`config.mk`:
```
export PLATFORM = sky130hd
export DESIGN_NAME = rw_port_pipe
export DESIGN_NICKNAME = d
export VERILOG_FILES = /design/src/mem2rw_pkg.sv /design/src/rw_port_pipe.sv
export SDC_FILE = /design/constraint.sdc
export NUM_CORES = 1
export LEC_CHECK = 0
export ABC_AREA = 1
export CAP_MARGIN = 0
export CORE_ASPECT_RATIO = 0.7
export CORE_MARGIN = 1
export CORE_UTILIZATION = 45
export DETAILED_ROUTE_END_ITERATION = 8
export DONT_BUFFER_PORTS = 1
export HOLD_SLACK_MARGIN = 0.06
export PLACE_DENSITY = 0.7
export SLEW_MARGIN = 0
export SYNTH_ARGS = -nofsm -noshare
export SYNTH_HDL_FRONTEND = slang
export SYNTH_SLANG_ARGS = --single-unit
export TNS_END_PERCENT = 50
```
`constraint.sdc`:
```
create_clock -name clk -period 0.8 [get_ports clk]
set_input_delay 0.16 -clock clk [delete_from_list [all_inputs] [get_ports clk]]
set_output_delay 0.16 -clock clk [all_outputs]
set_load 0.1 [all_outputs]
```
`src/mem2rw_pkg.sv`:
```
package mem2rw_pkg;

  // ------------------------------
  // word and address geometry
  // ------------------------------
  localparam int WIDTH   = 16;
  localparam int BITADDR = 10;
  localparam int BITWDTH = 4;

  // one access on an external read/write port.
  typedef struct packed {
    logic               read;
    logic               write;
    logic [BITADDR-1:0] addr;
    logic [WIDTH-1:0]   din;
    logic [WIDTH-1:0]   bw;
  } rw_req_t;

  // read response, vld pulses once per accepted read.
  typedef struct packed {
    logic             vld;
    logic [WIDTH-1:0] dout;
  } rw_rsp_t;

  // access as seen by one SRAM port, after the optional input register.
  typedef struct packed {
    logic               read;
    logic               write;
    logic [BITADDR-1:0] addr;
    logic [WIDTH-1:0]   din;
    logic [WIDTH-1:0]   bw;
  } sram_req_t;

endpackage
```
`src/rw_port_pipe.sv`:
```
`timescale 1ns/1ps

module rw_port_pipe #(
  parameter int SRAM_DELAY = 1,
  parameter int FLOPIN     = 1,
  parameter int FLOPOUT    = 1
) (
  input  logic                         clk,
  input  logic                         rst,
  input  mem2rw_pkg::rw_req_t          req,
  output mem2rw_pkg::sram_req_t        sram_req,
  input  logic [mem2rw_pkg::WIDTH-1:0] sram_dout,
  output mem2rw_pkg::rw_rsp_t          rsp
);

  // one bit per read still inside the SRAM, oldest at the top.
  logic [SRAM_DELAY-1:0] rd_track;
  logic                  sram_vld;

  // ------------------------------
  // input stage
  // ------------------------------
  if (FLOPIN != 0) begin : g_flopin
    always_ff @(posedge clk) begin
      sram_req <= mem2rw_pkg::sram_req_t'(req);
      if (rst) begin
        sram_req.read  <= 1'b0;
        sram_req.write <= 1'b0;
      end
    end
  end else begin : g_noflopin
    assign sram_req = mem2rw_pkg::sram_req_t'(req);
  end

  // ------------------------------
  // read tracking
  // ------------------------------
  // a read strobe enters at the bottom and leaves the top exactly when the
  // SRAM presents its data, so back-to-back reads each get their own pulse.
  always_ff @(posedge clk) begin
    if (rst) begin
      rd_track <= '0;
    end else begin
      rd_track <= (rd_track << 1) | SRAM_DELAY'(sram_req.read);
    end
  end

  assign sram_vld = rd_track[SRAM_DELAY-1];

  // ------------------------------
  // output stage
  // ------------------------------
  if (FLOPOUT != 0) begin : g_flopout
    always_ff @(posedge clk) begin
      rsp.dout <= sram_dout;
      if (rst) begin
        rsp.vld <= 1'b0;
      end else begin
        rsp.vld <= sram_vld;
      end
    end
  end else begin : g_noflopout
    assign rsp.vld  = sram_vld;
    assign rsp.dout = sram_dout;
  end

  // a port carries one access per cycle.
  a_rw_exclusive: assert property (@(posedge clk) disable iff (rst)
    !(req.read && req.write));

endmodule

```
==> flow_metrics.tcl, run 1 <==
set metrics [dict create \
    ys_seq_area_frac 0.976 \
    yosys_register_bits 62 \
    initial_utilization 0.494 \
    haltStage "3_5_place_dp" \
    die_h_um 46.5 \
    syn_area_um2 1270 \
    status "stopped before the end" \
    synth.distinct_cells 3 \
    avgSynthCellArea_um2 18.2 \
    gp_congestion 0.649 \
    synthCells 70 \
    error_line "[ERROR DPL-0038] Utilization greater than 100%, impossible to legalize" \
    fp.dieW_um 65.5 \
    io_pins 123 \
    synth_warnings 0 \
    rows 15 \
    portBuffers 0 \
    syn_nets 132 \
]
## kinds of logic after synthesis
group | after synthesis | synth area share
DFF | 62 | 0.976
and+or+nand+nor | 4 | 0.0118
buffers and inverters | 4 | 0.0118
## cell usage after synthesis, drive strengths merged
cell / count / area [um2]
dfxtp: 62 / 1240
inv: 4 / 15.0
nor2: 4 / 15.0
## stage by stage
stage | cells | setup slack, ns | TNS, ns | instance area (um2) | hold slack [ns]
floorplan | 70 | -0.269 | -8.39 | 1310 | 0.188
global placement | 165 | 0.122 | 0 | 2570 | 0.188
==> run 2, diff against run 1 <==
--- a/config.mk
+++ b/config.mk
@@ -7,13 +7,11 @@
 export LEC_CHECK = 0
 export ABC_AREA = 1
 export CAP_MARGIN = 0
-export CORE_ASPECT_RATIO = 0.7
 export CORE_MARGIN = 1
-export CORE_UTILIZATION = 45
+export CORE_UTILIZATION = 30
 export DETAILED_ROUTE_END_ITERATION = 8
 export DONT_BUFFER_PORTS = 1
-export HOLD_SLACK_MARGIN = 0.06
-export PLACE_DENSITY = 0.7
+export PLACE_DENSITY_LB_ADDON = 0.15
 export SLEW_MARGIN = 0
 export SYNTH_ARGS = -nofsm -noshare
 export SYNTH_HDL_FRONTEND = slang
==> run 2 against run 1 <==
Compared with the run above:
- the flow now finishes, with violations (setup timing)
- synthesized cell count is the same
- area after synthesis stayed put
==> flow_metrics.tcl, run 2 <==
set metrics [dict create \
    drive_gt1_frac 0.660 \
    layout_common_cells "dlygate4sd3_1 (61), buf_12 (61), dfxtp_2 (61)" \
    viasPerCell 3.93 \
    p_leak_uw 0.00146 \
    grt_pass1_wl_um 5400 \
    largest_reg_flops 44 \
    cts_root_buf "clkbuf_8" \
    antenna_left 0 \
    arrival_ns 0.85 \
    portBuffers 0 \
    timing.clock.skew_ns 0.0000978 \
    critPathBufInv 1 \
    reg.largest.list "sram_req (44), rsp (17), rd_track (1)" \
    htree_num_levels 3 \
    tightest_slew_ns 0.169 \
    synth_warnings 0 \
    ys_seq_area_frac 0.976 \
    avgSynthCellArea_um2 18.2 \
    wl_um 3890 \
    timing.final.hold_violations 0 \
    ys.flop_type "dfxtp_1" \
    syn_area_um2 1270 \
    rows 23 \
    relSlewSlack 0.887 \
    fmax_ghz 0.990 \
    grt_overflow_total 0 \
    tns_ns -11.70 \
    ys_top_cells_by_area "dfxtp_1 (98%), inv_1 (1.2%), nor2_1 (1.2%)" \
    core_um2 4030 \
    dp_cells 181 \
    synth_top_area_frac 0.976 \
    busiest_layer "met2" \
    synth_edf_count 0 \
    final_nets 266 \
    worstPathMaxFanout 1 \
    post-route-drc-count 0 \
    fin_crit_sh 1.26 \
    path_clk_slew_ns 0.06 \
    grt.met3_usage 0.140 \
    dieArea_um2 4500 \
    crit_family "flip-flops" \
    critical_path_class "reg2out" \
    start_kind "flip-flop" \
    drt-wirelength-per-cell_um 15.2 \
    clkLatencyLatePin_ns 0.32 \
    report.final.setup_viol 61 \
    drt_iter0_markers 42 \
    grt_pass1_vias 1069 \
    syn_nets 132 \
    path_cells "buf_12" \
    worst_path_max_delay_cell "dfxtp_2" \
    seqCellArea_um2 1320 \
    tritoncts "done" \
    clockBufferDepth 2 \
    io_pins 123 \
    firstDrtPassIters 4 \
    holdWs_ns 0.384 \
    min_period_ns 1.01 \
    synthCells 70 \
    p_per_area_nw_per_um2 2290 \
    status "complete, but fails checks" \
    die_h_um 67.1 \
    vias 1006 \
    dp_hpwl_um 2130 \
    clock-sinks 62 \
    vdd_drop_max_v 0.00196 \
    n_antenna_cell 0 \
    async_reset_ff_frac 0 \
    cap_violations 0 \
    cts_made_buffers 9 \
    grt_start_max_net_pins 10 \
    rsz0062_at_grt "true" \
    track_usage 0.182 \
    fp.dieW_um 67.1 \
    worst-endpoint-required_ns 0.64 \
    finalNonFillerCells 256 \
    synth.distinct_cells 3 \
    post-synth-top-area-cell "dfxtp_1" \
    initial_utilization 0.316 \
    area_growth_pct 168 \
    slowest_delay_ns 0.35 \
    synth_common_cells "dfxtp_1 (62), inv_1 (4), nor2_1 (4)" \
    hp-class "in2reg" \
    fillers 190 \
    synth_most_common_cell "dfxtp_1" \
    grt_antenna_before_repair 0 \
    grtUsageMet2 0.291 \
    slew_viol_final 0 \
    grtUsageMet1 0.169 \
    yosys_register_bits 62 \
    gp_congestion 0.588 \
    setup_ws_ns -0.210 \
    critPathCaptureType "primary output" \
    multi_input_area_um2 15.0 \
    violations "setup timing" \
    largest_register "sram_req" \
]
## run 2: cell counts after synthesis
Identical to the previous run, type by type.
## run 2: layer usage
layer	part of all wire	up-vias
li1	-	474
met4	0.015	0
met3	0.16	7
met5	0	-
met1	0.35	436
met2	0.48	89
## run 2: worst paths after layout
kind,from,endpoint,slack (ns),cells past startpoint
max,sram_req[18],sram_req[18],-0.21,1
min,req[22],sram_req[22],0.38,1
max reg2reg,sram_req[43],rd_track,0.15,3
min reg2reg,rd_track,rsp[16],0.41,2
## run 2: area by class of cell
| class | count | area share |
|---|---|---|
| Timing Repair Buffer | 123 | 0.539 |
| Inverter | 4 | 0.00440 |
| Sequential cell | 62 | 0.386 |
| Clock buffer | 11 | 0.0444 |
| Clock inverter | 2 | 0.00293 |
| Multi-Input combinational cell | 4 | 0.00440 |
| Tap cell | 50 | 0.0183 |
## run 2: where the power goes
part / switching (uW) / internal, uW
sequential: 138 / 3290
combinational: 1310 / 810
clock: 1020 / 1230
total: 2470 / 5330
## run 2: cells by family after synthesis
logic type,after synthesis,share of synthesized area
flip-flops,62,0.976
AND/OR/NAND/NOR,4,0.0118
buffers and inverters,4,0.0118
## run 2: timing repair
| item | in CTS | in global routing |
|---|---|---|
| hold buffers | 61 | 0 |
| gates resized for setup | 31 | 0 |
| buffers inserted | 0 | 1 |
| hold endpoints to repair | 62 | 0 |
| setup endpoints to repair | 61 | 61 |
## run 2: stage by stage
step                power [uW]   util  instance area (um2)  worst slack, ns
finish                    7800  0.847                 3410           -0.210
global route              8080  0.847                 3410           -0.255
CTS                       7840  0.845                 3400           -0.227
detailed placement        5340  0.643                 2590           0.0945
global placement          5320  0.643                 2590            0.121
floorplan                 4580      -                 1310           -0.269
Note: power is estimated with default switching activity, not from simulation.
